File: src/common/axil_sram_pkg.sv
package axil_sram_pkg;

  // byte address and data path of the AXI-Lite side
  localparam int AXIL_ADDR_W = 12;
  localparam int AXIL_DATA_W = 32;
  localparam int AXIL_STRB_W = AXIL_DATA_W / 8;

  // low address bits that select a byte within a word
  localparam int WORD_LSB = 2;

  // word side of the memory
  localparam int SRAM_ADDR_W = AXIL_ADDR_W - WORD_LSB;
  localparam int SRAM_DEPTH  = 1 << SRAM_ADDR_W;

  typedef logic [AXIL_ADDR_W-1:0] axil_addr_t;
  typedef logic [AXIL_DATA_W-1:0] axil_data_t;
  typedef logic [AXIL_STRB_W-1:0] axil_strb_t;
  typedef logic [SRAM_ADDR_W-1:0] sram_addr_t;
  typedef logic [1:0]             axil_resp_t;

  // only response this subordinate ever returns
  localparam axil_resp_t RESP_OKAY = 2'b00;

  // grant held by the arbiter toward the memory port
  typedef enum logic [1:0] {
    ARB_IDLE,
    ARB_READ,
    ARB_WRITE
  } arb_state_t;

endpackage

File: src/axil_sram/axil_sram_rd.sv
`timescale 1ns/1ps

module axil_sram_rd (
  input  logic                    clk,
  input  logic                    rst_n,

  input  axil_sram_pkg::axil_addr_t i_araddr,
  input  logic                    i_arvalid,
  output logic                    o_arready,
  output axil_sram_pkg::axil_data_t o_rdata,
  output axil_sram_pkg::axil_resp_t o_rresp,
  output logic                    o_rvalid,
  input  logic                    i_rready,

  output logic                    o_cmd_valid,
  input  logic                    i_cmd_ready,
  output axil_sram_pkg::sram_addr_t o_cmd_addr,
  input  logic                    i_resp_valid,
  output logic                    o_resp_ready,
  input  axil_sram_pkg::axil_data_t i_resp_data
);

  typedef enum logic [1:0] {
    RD_IDLE,
    RD_ISSUE,
    RD_WAIT,
    RD_RESP
  } rd_phase_t;

  rd_phase_t                 phase;
  axil_sram_pkg::sram_addr_t ar_addr_q;
  logic                      ar_fire;
  logic                      cmd_fire;
  logic                      data_fire;

  assign o_arready    = (phase == RD_IDLE);
  assign o_cmd_valid  = (phase == RD_ISSUE);
  assign o_resp_ready = (phase == RD_WAIT);
  assign o_rvalid     = (phase == RD_RESP);

  assign ar_fire   = i_arvalid && o_arready;
  assign cmd_fire  = o_cmd_valid && i_cmd_ready;
  assign data_fire = i_resp_valid && o_resp_ready;

  assign o_cmd_addr = ar_addr_q;
  assign o_rresp    = axil_sram_pkg::RESP_OKAY;

  // one read in flight, idle -> issue -> wait -> resp
  always_ff @(posedge clk) begin
    if (!rst_n) begin
      phase <= RD_IDLE;
    end else begin
      case (phase)
        RD_IDLE: begin
          if (ar_fire) begin
            phase <= RD_ISSUE;
          end
        end
        RD_ISSUE: begin
          if (cmd_fire) begin
            phase <= RD_WAIT;
          end
        end
        RD_WAIT: begin
          if (data_fire) begin
            phase <= RD_RESP;
          end
        end
        default: begin
          if (i_rready) begin
            phase <= RD_IDLE;
          end
        end
      endcase
    end
  end

  // word address and returned data
  always_ff @(posedge clk) begin
    if (ar_fire) begin
      ar_addr_q <= i_araddr[axil_sram_pkg::AXIL_ADDR_W-1:axil_sram_pkg::WORD_LSB];
    end
    if (data_fire) begin
      o_rdata <= i_resp_data;
    end
  end

endmodule

File: config.mk
export PLATFORM = sky130hd
export DESIGN_NAME = axil_sram_rd
export DESIGN_NICKNAME = d
export VERILOG_FILES = /design/src/common/axil_sram_pkg.sv /design/src/axil_sram/axil_sram_rd.sv
export SDC_FILE = /design/constraint.sdc
export NUM_CORES = 1
export LEC_CHECK = 0
export BUFFER_PORTS_ARGS = -buffer_cell sky130_fd_sc_hd__buf_2
export CAP_MARGIN = 5
export CORE_MARGIN = 1.5
export CORE_UTILIZATION = 37
export DETAILED_ROUTE_END_ITERATION = 10
export PLACE_DENSITY = 0.71
export SYNTH_ARGS = -nofsm -noshare
export SYNTH_HDL_FRONTEND = slang
export SYNTH_SLANG_ARGS = --single-unit
File: constraint.sdc
create_clock -name clk -period 1.5 [get_ports clk]
set_clock_uncertainty 0.15 [all_clocks]
set_input_delay 0.15 -clock clk [delete_from_list [all_inputs] [get_ports clk]]
set_output_delay 0.15 -clock clk [all_outputs]
set_load 0.005 [all_outputs]
==> flow_summary_export.csv <==
group,metric,value,unit
timing,maxSlewViolCount,0,
synthesis,yosysSeqAreaShare,86.6,%
power,swShare,25.3,%
synthesis,synth_warnings,0,
timing,setup_viol,3,
critical_path,startpoint_type,"flip-flop",
placement,place.gp.congestion,0.758,
global_routing,antenna_found_initial,0,
timing,rsz0062_at_grt,"yes",
synthesis,ys_ff_latch,44,
timing,timing.final.crit_share,103,%
die,num_rows,22,
detailed_routing,route.detailed.drc,0,
detailed_routing,ant_nets,0,
cells_and_area,drive_above_1_share,55.3,%
global_routing,grt_pass1_wl,5410,microns
die,core-area,3770,sq um
critical_path,arrival,1.60,ns
clocking,cts_tree,"done",
timing,max_freq,647,MHz
detailed_routing,via_count,1142,
cells_and_area,nNetsFinal,274,
power,p_per_area,1320,nW/um^2
global_routing,grt_max_degree,33,
critical_path,worst-path-max-fanout,4,
power,p_int,0.00266,W
clocking,h-tree-depth,2,
synthesis,yosysUniqueCellTypes,15,
die,die_h,66.7,microns
global_routing,track_usage,17.1,%
detailed_routing,drt_iter0_markers,48,
detailed_routing,drt-pass1-iter-count,4,
power,leakagePower,1.15,nW
clocking,clk_pin_slew_worst_paths,0.08,ns
synthesis,netlist_area,1500,sq um
die,start_util,39.8,%
clocking,cts_root_buf,"clkbuf_8",
flow_run,cap_violations,0,
power,finalPower,0.00357,W
timing,period_minus_slack,1.55,ns
power,ir_drop,0.875,mV
power,seqPwrFrac,46.6,%
run_status,failed_checks,"setup timing",
timing,finalHoldViolations,0,
critical_path,cp-end-kind,"flip-flop",
clocking,clock-sinks,44,
critical_path,worst-setup-path-type,"flip-flop to flip-flop",
placement,port_buffers,93,
run_status,status,"finished with violations",
detailed_routing,via_per_inst,4.28,
global_routing,first_global_vias,1203,
die,die_area,4450,sq um
die,num_io_pins,98,
clocking,clockBufferDepth,2,
power,pwr-share-clk,24.3,%
clocking,clk_latency,0.29,ns
detailed_routing,wl_per_cell,14.5,microns
global_routing,grt_overflow,0,
detailed_routing,drt_wl_total,3860,microns
placement,dp.final_hpwl,2270,microns
power,p_switching,0.000904,W
cells_and_area,antenna_cells,0,
cells_and_area,syn_to_final_growth,79.2,%
clocking,numCtsBuffers,5,
worst_hold_path,hold_class,"primary input to flip-flop",
synthesis,synth_cells,69,
synthesis,postSynthAreaPerCell,21.8,sq um
power,power_frac_comb,29.2,%
timing,fin_ws,-0.0455,ns
die,die_x,66.7,microns
critical_path,critPathRequiredTime,1.56,ns
cells_and_area,final_core_util,71.4,%
[per-stage QoR]
step | cell area [sq um] | cells | hold slack [ns] | TNS (ns) | setup slack [ns]
3_5_place_dp | 2060 | 211 | 0.178 | -0.219 | -0.0753
4_1_cts | 2660 | 265 | 0.142 | -0.0368 | -0.0360
5_1_grt | 2690 | 267 | 0.166 | -0.322 | -0.111
2_1_floorplan | 1520 | 70 | 0.0989 | 0 | 0.0215
3_3_place_gp | 2060 | 211 | 0.177 | -0.0203 | -0.0126
6_report | 2690 | 267 | 0.157 | -0.0849 | -0.0455
[cells in the final DEF (no fill, tap or decap), types with 2 or more instances in the layout]
cell / count
buf_2: 92
dlygate4sd3_1: 43
edfxtp_1: 42
clkbuf_8: 5
buf_4: 4
nand2_1: 3
inv_4: 2
and2b_4: 2
mux2i_1: 2
ha_1: 2
ha_4: 2
ha_2: 2
conb_1: 2
buf_6: 2
[final cells by class]
cell class,instances,area [sq um]
Clock buffer,6,72.6
Clock inverter,2,35.0
Fill cell,255,1080
Inverter,3,16.3
Multi-Input combinational cell,22,239
Sequential cell,44,1310
Tap cell,48,60.1
Timing Repair Buffer,142,963
[layer usage]
metal / global-route usage, % / vias up / share of wire, %
li1: - / 550 / -
met5: 0 / - / 0
met1: 17.5 / 513 / 38
met2: 32.1 / 77 / 50
met4: 3.83 / 0 / 0.36
met3: 7.26 / 2 / 12
[cell families (layout without fill, tap and decap cells)]
logic type	after synthesis	count (layout)	synth area share, %
adders and majority gates	6	6	5.00
buffers and inverters	5	153	1.75
AOI/OAI and AO/OA	1	1	0.500
other	1	2	0.250
and+or+nand+nor	10	11	4.58
DFF	44	44	86.6
muxes	2	2	1.33
[synthesized netlist by cell type (all sizes together)]
cell,number,share of area (%)
and2,2,0.92
and2b,2,1.3
nor4,1,0.83
buf,2,1.0
edfxtp,42,84
ha,6,5.0
nor3,1,0.33
nor2b,1,0.42
inv,3,0.75
o211ai,1,0.50
dfxtp,2,2.7
conb,1,0.25
mux2i,2,1.3
nand2,3,0.75
[state kept, by name (all words and copies together), names as in the netlist]
register and flops:
o_rdata 32, o_cmd_addr 10, phase 2
[worst max-delay path, cell delays in order (launching register included)]
cell	delay, ns
dfxtp_2	0.37
inv_4	0.06
ha_4	0.16
and2b_4	0.16
nor4_4	0.33
mux2i_1	0.24
[what timing repair did]
item	CTS	global route
hold buffers	43	0
hold endpoints to repair	44	0
endpoints found under the setup margin	34	32
gates resized for setup	10	4
setup buffers	3	1
gates cloned	0	1
pin swaps	3	2
[worst paths after layout]
kind	startpoint	end	slack (ns)	cells past startpoint
worst max-delay path	phase[0]	phase[1]	-0.05	5
worst min-delay path	i_cmd_ready	phase[0]	0.16	4
worst max register to register	phase[0]	phase[1]	-0.05	5
worst min register to register	phase[0]	phase[0]	0.36	2
[power groups by stage]
stage	registers, W	logic, W	clock network, W
detailed placement	0.00167	0.000730	0
finish	0.00166	0.00104	0.000866
global placement	0.00166	0.000710	0
global route	0.00168	0.00113	0.000939
floorplan	0.00169	0.000338	0
CTS	0.00166	0.000932	0.000879
(Power assumes the default switching activity.)
