**config.mk**
```make
export PLATFORM = sky130hd
export DESIGN_NAME = axil_sram_wr
export DESIGN_NICKNAME = d
export VERILOG_FILES = /design/src/common/axil_sram_pkg.sv /design/src/axil_sram/axil_sram_wr.sv
export SDC_FILE = /design/constraint.sdc
export NUM_CORES = 1
export LEC_CHECK = 0
export BUFFER_PORTS_ARGS = -buffer_cell sky130_fd_sc_hd__buf_2
export CAP_MARGIN = 20
export CORE_AREA = 3 3 52 89
export CTS_CLUSTER_DIAMETER = 30
export DETAILED_ROUTE_END_ITERATION = 8
export DIE_AREA = 0 0 55 92
export GPL_ROUTABILITY_DRIVEN = 0
export PLACE_DENSITY = 0.75
export SLEW_MARGIN = 40
export SYNTH_ARGS = -nofsm -noshare
export SYNTH_HDL_FRONTEND = slang
export SYNTH_SLANG_ARGS = --single-unit
```
**constraint.sdc**
```tcl
create_clock -name clk -period 3 [get_ports clk]
set_clock_uncertainty 0.05 [all_clocks]
set_input_delay 0.3 -clock clk [delete_from_list [all_inputs] [get_ports clk]]
set_output_delay 0.3 -clock clk [all_outputs]
set_load 0.05 [all_outputs]
```
**src/common/axil_sram_pkg.sv**
```systemverilog
package axil_sram_pkg;

  // byte address and data path of the AXI-Lite side
  localparam int AXIL_ADDR_W = 12;
  localparam int AXIL_DATA_W = 32;
  localparam int AXIL_STRB_W = AXIL_DATA_W / 8;

  // low address bits that select a byte within a word
  localparam int WORD_LSB = 2;

  // word side of the memory
  localparam int SRAM_ADDR_W = AXIL_ADDR_W - WORD_LSB;
  localparam int SRAM_DEPTH  = 1 << SRAM_ADDR_W;

  typedef logic [AXIL_ADDR_W-1:0] axil_addr_t;
  typedef logic [AXIL_DATA_W-1:0] axil_data_t;
  typedef logic [AXIL_STRB_W-1:0] axil_strb_t;
  typedef logic [SRAM_ADDR_W-1:0] sram_addr_t;
  typedef logic [1:0]             axil_resp_t;

  // only response this subordinate ever returns
  localparam axil_resp_t RESP_OKAY = 2'b00;

  // grant held by the arbiter toward the memory port
  typedef enum logic [1:0] {
    ARB_IDLE,
    ARB_READ,
    ARB_WRITE
  } arb_state_t;

endpackage

```
**src/axil_sram/axil_sram_wr.sv**
```systemverilog
`timescale 1ns/1ps

module axil_sram_wr (
  input  logic                    clk,
  input  logic                    rst_n,

  input  axil_sram_pkg::axil_addr_t i_awaddr,
  input  logic                    i_awvalid,
  output logic                    o_awready,
  input  axil_sram_pkg::axil_data_t i_wdata,
  input  axil_sram_pkg::axil_strb_t i_wstrb,
  input  logic                    i_wvalid,
  output logic                    o_wready,
  output axil_sram_pkg::axil_resp_t o_bresp,
  output logic                    o_bvalid,
  input  logic                    i_bready,

  output logic                    o_cmd_valid,
  input  logic                    i_cmd_ready,
  output axil_sram_pkg::sram_addr_t o_cmd_addr,
  output axil_sram_pkg::axil_data_t o_cmd_data,
  output axil_sram_pkg::axil_strb_t o_cmd_strb
);

  logic                      aw_full;
  logic                      w_full;
  axil_sram_pkg::sram_addr_t aw_addr_q;
  axil_sram_pkg::axil_data_t w_data_q;
  axil_sram_pkg::axil_strb_t w_strb_q;
  logic                      aw_fire;
  logic                      w_fire;
  logic                      cmd_fire;

  // nothing new is taken while a response is still outstanding
  assign o_awready = !aw_full && !o_bvalid;
  assign o_wready  = !w_full && !o_bvalid;

  assign aw_fire  = i_awvalid && o_awready;
  assign w_fire   = i_wvalid && o_wready;

  // command goes out once both halves are held
  assign o_cmd_valid = aw_full && w_full;
  assign cmd_fire    = o_cmd_valid && i_cmd_ready;

  assign o_cmd_addr = aw_addr_q;
  assign o_cmd_data = w_data_q;
  assign o_cmd_strb = w_strb_q;
  assign o_bresp    = axil_sram_pkg::RESP_OKAY;

  always_ff @(posedge clk) begin
    if (!rst_n) begin
      aw_full  <= 1'b0;
      w_full   <= 1'b0;
      o_bvalid <= 1'b0;
    end else begin
      if (cmd_fire) begin
        aw_full <= 1'b0;
      end else if (aw_fire) begin
        aw_full <= 1'b1;
      end

      if (cmd_fire) begin
        w_full <= 1'b0;
      end else if (w_fire) begin
        w_full <= 1'b1;
      end

      // response rises on the edge after the memory takes the write
      if (cmd_fire) begin
        o_bvalid <= 1'b1;
      end else if (i_bready) begin
        o_bvalid <= 1'b0;
      end
    end
  end

  // holding registers, byte offset dropped here
  always_ff @(posedge clk) begin
    if (aw_fire) begin
      aw_addr_q <= i_awaddr[axil_sram_pkg::AXIL_ADDR_W-1:axil_sram_pkg::WORD_LSB];
    end
    if (w_fire) begin
      w_data_q <= i_wdata;
      w_strb_q <= i_wstrb;
    end
  end

endmodule

```
==> results summary <==
The run finished with clean final reports. The port buffer count came out at 101. The initial utilization of the core area, before any placement, comes to 38.9%. The warning count from the yosys run came out at 0. The time the worst path needs with I/O delays and setup came out at 1.80 ns.

Counting both buffers and inverters, the worst setup path holds a total of 1. Adding up every negative setup slack in the final design gives 0 ns. The worst setup path is launched from a flop.

Timing would allow up to 556 MHz. The net switching share of the total power came out at 29.5%. The total of hold buffers inserted after clock tree synthesis is 0.

In this run the deepest clock path goes through 2 buffers. The instance count after placement with tap cells included is 214. The number of nets with antenna violations after detailed routing came out at 0. The post-CTS setup-driven buffer insertion count is 0. The worst relative slew slack came out at 52.1%. The critical path's top delay family is simple AND/OR/NAND/NOR gates. The floorplan has 30 rows. The via count of the first global-routing pass came out at 1057. The leakage power of the design is 0.000947 uW. Buffers inserted during clock tree synthesis total 5. The count of pins over their slew limit came out at 0. The post-synthesis cell count came out at 65. The standard cell with the maximum stage delay on the critical path is nor3b_4. The largest voltage drop on the vdd net came out at 427 uV. TritonCTS built the clock tree. The design internal power came out at 1030 uW. The cell area that synthesis handed to floorplanning was 1550 um2.

The worst hold path belongs to the class input port to flop. The area enclosed by the die boundary came out at 5060 um2. The insertion delay of the later-clocked pin in the worst-skew pair is 0.29 ns. The critical path required time is 2.92 ns.

STA puts the critical path data arrival time at 1.72 ns. Clock-pin slew was measured on the worst setup and hold paths at 0.08 ns. The number of remaining DRC errors came out at 0.

The average cell area after synthesis came out at 23.8 um2. Walking the worst path, the cells encountered are nor3b_4 > buf_4. The area of the core region is 3980 um2.

The DRC violation total after the first TritonRoute iteration came out at 8. CTS saw 49 sinks. The number of max-cap violations is 0. Setup violations remaining at the end of the flow were counted as 0. The largest net degree at the start of global routing came out at 24. Setup slack on the worst reg-to-reg path comes out at 1.20 ns. The CTS root buffer is clkbuf_8. Counting distinct cell types in the post-synthesis netlist gives 15.

The final net count came out at 227. In the layout the commonest cells are buf_2, edfxtp_1, clkbuf_8, dfxtp_1. The number of placed I/O pins came out at 106.

In this run, the clock network consumes 24.0% of the power. Hold timing on the final database bottoms out at a slack of 0.131 ns. In the global route stage, overall resource usage came out at 14.5%. The wire length per cell after detailed routing is 15.4 um. The most common library cell in the layout ignoring fill and taps is buf_2. The top cell type's share of synthesized area came out at 89.2%. The global-route wire length before repair came out at 5.11 mm. Summed over all layers, the routed wires come to 3.41 mm.

Combinational logic burns 19.7% of the power. The total overflow left after global routing is 0. The worst setup path is of the flop to flop kind. The placed wire-length estimate is 2.78 mm. The ratio of final minimum period to clock period came out at 60.0%. In the routed layout, each cell is associated on average with a via count of 4.44. The width of the die came out at 55 um. The transition time at the pin with the least slew margin is 0.718 ns. Sorting the synthesized cells by area gives the leading types as edfxtp_1, dfxtp_1, buf_4, and2_1, nor3b_2.

Of all cell types, the one taking the most synthesized area is edfxtp_1. Dividing total power by cell area gives a power density of 662 nW/um2. The ratio of cells with drive above 1 in the final layout came out at 63.8%. Relative to the synthesized area, the layout overhead comes to 42.0%. Setup repair after global routing left no endpoint under its margin. The net switching power came out at 429 uW. The largest driver fanout on the critical path is 23. The floorplan step set the die height to 92 um. The initial antenna violation count came out at 0. The kind of capture point of the worst setup path is a flop. The first TritonRoute pass finished after 4 iterations. The clock tree synthesis step divided the H-tree into 2 levels. The synthesized design contains 49 register bits. The via count came out at 985. The final-report hold violation count came to 0. The fraction of the yosys area taken by sequential cells came out at 93.1%.

Post-CTS repair changed the size of 0 cells. Registers are responsible for 56.4% of the overall power. The delay of the slowest cell on the worst path came out at 0.64 ns. The final cell count without fillers came out at 222. The repair_antennas step left the layout with diodes totalling 0.
[metal layers]
layer | GRT usage (%) | part of all wire (%) | up-vias
met4 | 7.51 | 2.5 | 0
met3 | 5.53 | 11 | 9
li1 | - | - | 464
met1 | 13.6 | 29 | 449
met2 | 25.2 | 57 | 63
met5 | 0 | 0 | -
[final timing paths]
| path | end | depth (start not counted) | start |
|---|---|---|---|
| worst max register to register | o_cmd_data[31] | 2 | w_full |
| worst max-delay path | o_cmd_data[31] | 2 | w_full |
| worst min-delay path | o_cmd_addr[5] | 1 | i_awaddr[7] |
| worst min register to register | o_bvalid | 2 | aw_full |
[power by group through the flow]
stage          clock [uW]  combinational, uW  sequential, uW
3_5_place_dp            0                289             837
4_1_cts               364                289             821
6_report              348                286             820
3_3_place_gp            0                283             833
2_1_floorplan           0               48.2             990
5_1_grt               392                300             825
[worst reg2reg max path: cells and delay by family (launching register included)]
kind | cells | cell delay (ns)
AND/OR/NAND/NOR | 1 | 0.64
buffers and inverters | 1 | 0.42
flip-flops | 1 | 0.36
[state kept, by name, summed over array words and instances (netlist names)]
name	flops
aw_full	1
o_bvalid	1
o_cmd_addr	10
o_cmd_data	32
o_cmd_strb	4
w_full	1
[metrics by stage]
step / power (uW) / cell area (um2) / worst slack, ns / util (%)
floorplan: 1040 / 1550 / 0.464 / -
global placement: 1120 / 2120 / 1.27 / 53.2
detailed placement: 1130 / 2120 / 1.18 / 53.2
CTS: 1470 / 2200 / 1.17 / 55.2
global route: 1520 / 2200 / 1.08 / 55.2
finish: 1450 / 2200 / 1.20 / 55.2
[synth_stat cells, drive strengths merged]
cell     n
edfxtp  46
and2     3
dfxtp    3
buf      2
nand2    2
nor2     2
a21boi   1
a32o     1
conb     1
nand3b   1
nor3b    1
o21a     1
o21ai    1
[cell type report]
type	instances	area [um2]
Clock inverter	3	12.5
Timing Repair Buffer	102	513
Clock buffer	5	68.8
Fill cell	353	1780
Tap cell	48	60.1
Multi-Input combinational cell	15	101
Sequential cell	49	1440
[cells by family (layout without fill, tap and decap cells)]
| logic type | Yosys count | after routing | synth area share [%] |
|---|---|---|---|
| simple gates | 9 | 9 | 3.72 |
| compound gates | 4 | 4 | 1.94 |
| other cells | 1 | 2 | 0.242 |
| flops | 49 | 49 | 93.1 |
| buf+inv | 2 | 110 | 0.970 |
Power figures use the tool's default switching activity.
