==> config.mk <==
export PLATFORM = sky130hd
export DESIGN_NAME = axil_sram_arb
export DESIGN_NICKNAME = d
export VERILOG_FILES = /design/src/common/axil_sram_pkg.sv /design/src/axil_sram/axil_sram_arb.sv
export SDC_FILE = /design/constraint.sdc
export NUM_CORES = 1
export LEC_CHECK = 0
export BUFFER_PORTS_ARGS = -buffer_cell sky130_fd_sc_hd__clkbuf_2
export CAP_MARGIN = 25
export CORE_AREA = 2 2 39 41
export DETAILED_ROUTE_END_ITERATION = 10
export DIE_AREA = 0 0 41 43
export SYNTH_ARGS = -nofsm -noshare
export SYNTH_HDL_FRONTEND = slang
export SYNTH_SLANG_ARGS = --single-unit
export TNS_END_PERCENT = 30
==> constraint.sdc <==
create_clock -name clk -period 1.76 [get_ports clk]
set_input_delay 0.264 -clock clk [delete_from_list [all_inputs] [get_ports clk]]
set_output_delay 0.264 -clock clk [all_outputs]
set_load 0.03 [all_outputs]
==> src/common/axil_sram_pkg.sv <==
package axil_sram_pkg;

  // byte address and data path of the AXI-Lite side
  localparam int AXIL_ADDR_W = 12;
  localparam int AXIL_DATA_W = 32;
  localparam int AXIL_STRB_W = AXIL_DATA_W / 8;

  // low address bits that select a byte within a word
  localparam int WORD_LSB = 2;

  // word side of the memory
  localparam int SRAM_ADDR_W = AXIL_ADDR_W - WORD_LSB;
  localparam int SRAM_DEPTH  = 1 << SRAM_ADDR_W;

  typedef logic [AXIL_ADDR_W-1:0] axil_addr_t;
  typedef logic [AXIL_DATA_W-1:0] axil_data_t;
  typedef logic [AXIL_STRB_W-1:0] axil_strb_t;
  typedef logic [SRAM_ADDR_W-1:0] sram_addr_t;
  typedef logic [1:0]             axil_resp_t;

  // only response this subordinate ever returns
  localparam axil_resp_t RESP_OKAY = 2'b00;

  // grant held by the arbiter toward the memory port
  typedef enum logic [1:0] {
    ARB_IDLE,
    ARB_READ,
    ARB_WRITE
  } arb_state_t;

endpackage

==> src/axil_sram/axil_sram_arb.sv <==
`timescale 1ns/1ps

module axil_sram_arb (
  input  logic                    clk,
  input  logic                    rst_n,

  input  logic                    i_wr_valid,
  output logic                    o_wr_ready,
  input  axil_sram_pkg::sram_addr_t i_wr_addr,

  input  logic                    i_rd_valid,
  output logic                    o_rd_ready,
  input  axil_sram_pkg::sram_addr_t i_rd_addr,

  output logic                    o_sram_valid,
  input  logic                    i_sram_ready,
  output axil_sram_pkg::sram_addr_t o_sram_addr,
  output logic                    o_sram_wr_en
);

  axil_sram_pkg::arb_state_t state;
  axil_sram_pkg::arb_state_t fair;
  axil_sram_pkg::arb_state_t grant;
  logic                      pri_read;
  logic                      wr_done;
  logic                      rd_done;

  // pick a side; reads only win right after a write went through
  always_comb begin
    fair = axil_sram_pkg::ARB_IDLE;
    if (pri_read) begin
      if (i_rd_valid) begin
        fair = axil_sram_pkg::ARB_READ;
      end else if (i_wr_valid) begin
        fair = axil_sram_pkg::ARB_WRITE;
      end
    end else begin
      if (i_wr_valid) begin
        fair = axil_sram_pkg::ARB_WRITE;
      end else if (i_rd_valid) begin
        fair = axil_sram_pkg::ARB_READ;
      end
    end
  end

  // a grant that stalled stays put so the command on the port is stable
  always_comb begin
    if (state == axil_sram_pkg::ARB_IDLE) begin
      grant = fair;
    end else begin
      grant = state;
    end
  end

  assign wr_done = (grant == axil_sram_pkg::ARB_WRITE) && i_sram_ready;
  assign rd_done = (grant == axil_sram_pkg::ARB_READ) && i_sram_ready;

  // command mux onto the single port
  always_comb begin
    o_sram_valid = 1'b0;
    o_sram_addr  = '0;
    o_sram_wr_en = 1'b0;
    o_wr_ready   = 1'b0;
    o_rd_ready   = 1'b0;
    case (grant)
      axil_sram_pkg::ARB_WRITE: begin
        o_sram_valid = 1'b1;
        o_sram_addr  = i_wr_addr;
        o_sram_wr_en = 1'b1;
        o_wr_ready   = i_sram_ready;
      end
      axil_sram_pkg::ARB_READ: begin
        o_sram_valid = 1'b1;
        o_sram_addr  = i_rd_addr;
        o_rd_ready   = i_sram_ready;
      end
      default: begin
      end
    endcase
  end

  always_ff @(posedge clk) begin
    if (!rst_n) begin
      state    <= axil_sram_pkg::ARB_IDLE;
      pri_read <= 1'b0;
    end else begin
      if (grant != axil_sram_pkg::ARB_IDLE && !i_sram_ready) begin
        state <= grant;
      end else begin
        state <= axil_sram_pkg::ARB_IDLE;
      end

      if (wr_done) begin
        pri_read <= 1'b1;
      end else if (rd_done) begin
        pri_read <= 1'b0;
      end
    end
  end

endmodule

==> results.json <==
{
  "status": "complete, but fails checks",
  "failed_checks": "setup timing",
  "relSlewSlack_pct": 89.2,
  "layout.cells.non_filler": 114,
  "netlist_top_cells_count": "12 x nor2_1, 10 x a22oi_1, 5 x inv_1",
  "yosysUniqueCellTypes": 13,
  "yosysWarnings": 0,
  "nFillCells": 110,
  "grt_pass1_wl_mm": 2.02,
  "grtUsageTotal_pct": 16.6,
  "period_minus_slack_ns": 1.89,
  "synth_simple_gate_area_share_pct": 24.6,
  "fin_crit_sh_pct": 107,
  "start_kind": "register",
  "antenna_cells": 0,
  "combPwrFrac_pct": 69.2,
  "ant_nets": 0,
  "reg2reg_from": "state[1]$_SDFF_PN0_",
  "maxCapViolCount": 0,
  "wl_per_cell_um": 12.4,
  "yosys.area.top_type": "a22oi_1",
  "drtIter0Drc": 0,
  "syn_inst": 46,
  "yosysSeqAreaShare_pct": 17.6,
  "first_pass_iters": 1,
  "hold_path_end": "pri_read$_SDFFE_PN0P_",
  "critPathCaptureType": "output pin",
  "switching_share_pct": 39.0,
  "ir_drop_v": 0.000447,
  "synth_compound_area_share_pct": 36.8,
  "pwr_density_cell_mw_per_mm2": 658,
  "route.met2.wl_um": 756,
  "min-delay-start": "rst_n",
  "grt_max_degree": 12,
  "critical_path.cell_chain": "buf_6, a31oi_4, buf_6, inv_4, ha_4, buf_4, a22oi_2, nor2_2, clkbuf_8",
  "clockPowerShare_pct": 18.5,
  "synth.area.mux_share_pct": 0,
  "fin_ws_ns": -0.128,
  "cts_sinks": 3,
  "crit_type": "register to output pin",
  "syn-mean-instance-area_um2": 7.40,
  "synth_fa_ha_area_share_pct": 11.0,
  "min_path_cells": 2,
  "fp.dieW_um": 41,
  "synth_xor_area_share_pct": 0,
  "cpPeakStageDelay_ns": 0.32,
  "fin_util_pct": 68.7,
  "cts_htree_levels": 1,
  "syn_nets": 74,
  "critPathArrivalTime_ns": 1.62,
  "hpwl_um": 860,
  "dr_wl_met3_um": 170,
  "wl_mm": 1.42,
  "top_layer": "met3",
  "crit_top_cell": "buf_6",
  "ff2ff_path_depth": 8,
  "cts_buffers": 3,
  "grt_pass1_vias": 530,
  "yosysMostFrequentCell": "nor2_1",
  "internal_power_uw": 382,
  "tightest_slew_ns": 0.162,
  "path_buf_inv": 5,
  "nets": 127,
  "multi_input_area_um2": 362,
  "numPortBuffers": 38,
  "coreArea_mm2": 0.00138,
  "finalMaxSlewViolations": 0,
  "initial_core_util_pct": 24.6,
  "startpoint": "state[1]$_SDFF_PN0_",
  "finalClockSkew_ns": 0.00167,
  "final-hold-violation-count": 0,
  "regToRegEndpoint": "pri_read$_SDFFE_PN0P_",
  "wl_met1_um": 490,
  "leakagePower_uw": 0.000431,
  "grt_overflow": 0,
  "switching_power_uw": 244,
  "crit_slowest_cell": "dfxtp_2",
  "cts_tree": "yes",
  "ys_async_sr_fraction_pct": 0,
  "crit_fanout": 5,
  "setup_viol": 13,
  "drive_gt1_share_pct": 90.8,
  "clock_latency_ns": 0.23,
  "path_depth": 9,
  "cts_root_buf": "clkbuf_4",
  "row_count": 14,
  "synth_edf_count": 0,
  "clkTransAtPathRegs_ns": 0.04,
  "via_per_inst": 4.66,
  "synth_area_um2": 340,
  "synth-seq-cells": 3,
  "vias": 531,
  "synth_top_family_by_area": "compound AO/OA/AOI/OAI gates",
  "antenna_found_initial": 0,
  "reg2reg_slack_ns": 0.27,
  "place.gp.congestion": 0.678,
  "critPathTopFamily": "buffers and inverters",
  "rsz0062_at_grt": "true",
  "required_ns": 1.50,
  "syn_to_final_growth_pct": 179,
  "regArea_um2": 63.8,
  "die_h_um": 43,
  "fmax_mhz": 530,
  "cts_max_path_buffers": 2,
  "drc_errors": 0,
  "ys_top_cells_by_area": "a22oi_1 22%, dfxtp_1 18%, nor2_1 13%, a31oi_4 13%, ha_1 11%",
  "hold_class": "input port to register",
  "dieArea_mm2": 0.00176,
  "seqPwrFrac_pct": 12.3,
  "io_pins": 39,
  "synth_top_area_share_pct": 22.1,
  "placed_cells": 103,
  "synth_ff_type": "dfxtp_1"
}
## per-stage QoR
| step | power (µW) | setup WS [ns] | instance area [µm²] | setup TNS [ns] | hold WS (ns) |
|---|---|---|---|---|---|
| floorplan | 261 | -0.0682 | 378 | -0.592 | 0.382 |
| global placement | 369 | 0.0139 | 643 | 0 | 0.493 |
| detailed placement | 373 | -0.0100 | 643 | -0.0170 | 0.510 |
| CTS | 627 | -0.134 | 950 | -1.26 | 0.273 |
| global route | 664 | -0.202 | 951 | -2.04 | 0.267 |
| finish | 626 | -0.128 | 951 | -1.23 | 0.275 |
## logic make-up (layout without fill, tap and decap cells)
group	count (synthesis)	in the layout
flip-flops	3	3
AO/OA/AOI/OAI	13	13
AND/OR/NAND/NOR	19	19
buffers and inverters	8	60
adder cells (fa/ha/maj)	3	3
## routing by layer
layer,global-route usage (%),vias up
li1,-,262
met1,15.6,234
met2,33.4,35
met3,2.09,0
met4,4.00,0
met5,0,-
## area by class of cell
cell class / instances / share of cell area [%]
Timing Repair Buffer: 51 / 48.2
Multi-Input combinational cell: 35 / 38.0
Sequential cell: 3 / 6.71
Clock buffer: 4 / 2.76
Inverter: 5 / 2.24
Tap cell: 16 / 2.11
## power by group through the flow
stage | Combinational [µW] | Clock, µW | Sequential (µW)
floorplan | 185 | 0 | 75.9
global placement | 294 | 0 | 75.8
detailed placement | 297 | 0 | 76.1
CTS | 428 | 122 | 76.9
global route | 457 | 129 | 77.6
finish | 433 | 116 | 77.1
## flip-flops by register name (all words and copies together), names as in the netlist
signal / cells
state: 2
pri_read: 1
## cells in the final DEF (no fill, tap or decap)
cell / instances
inv_1: 2
and2_4: 2
a31oi_4: 2
clkbuf_4: 4
buf_6: 4
dfxtp_2: 3
nand2b_4: 1
clkbuf_8: 12
clkbuf_2: 24
inv_2: 2
clkbuf_1: 1
buf_4: 6
nor2b_1: 1
ha_1: 1
o21a_1: 1
a22oi_2: 10
buf_12: 3
buf_8: 1
inv_4: 1
nand2_2: 1
ha_4: 2
nand2_1: 1
nor2_1: 2
nor2_2: 11
## worst max path at each step
stage,end
CTS,o_sram_addr[1]
finish,o_sram_addr[6]
detailed placement,o_sram_addr[0]
global route,o_sram_addr[7]
floorplan,o_sram_addr[2]
global placement,o_sram_addr[0]
## timing repair
action,4_1_cts,5_1_grt
gates resized for setup,54,1
cloned,0,0
endpoints found under the setup margin,14,14
hold endpoints to repair,0,0
buffers inserted,7,0
pin swaps,14,0
hold buffers,0,0
Power figures use the tool's default switching activity.
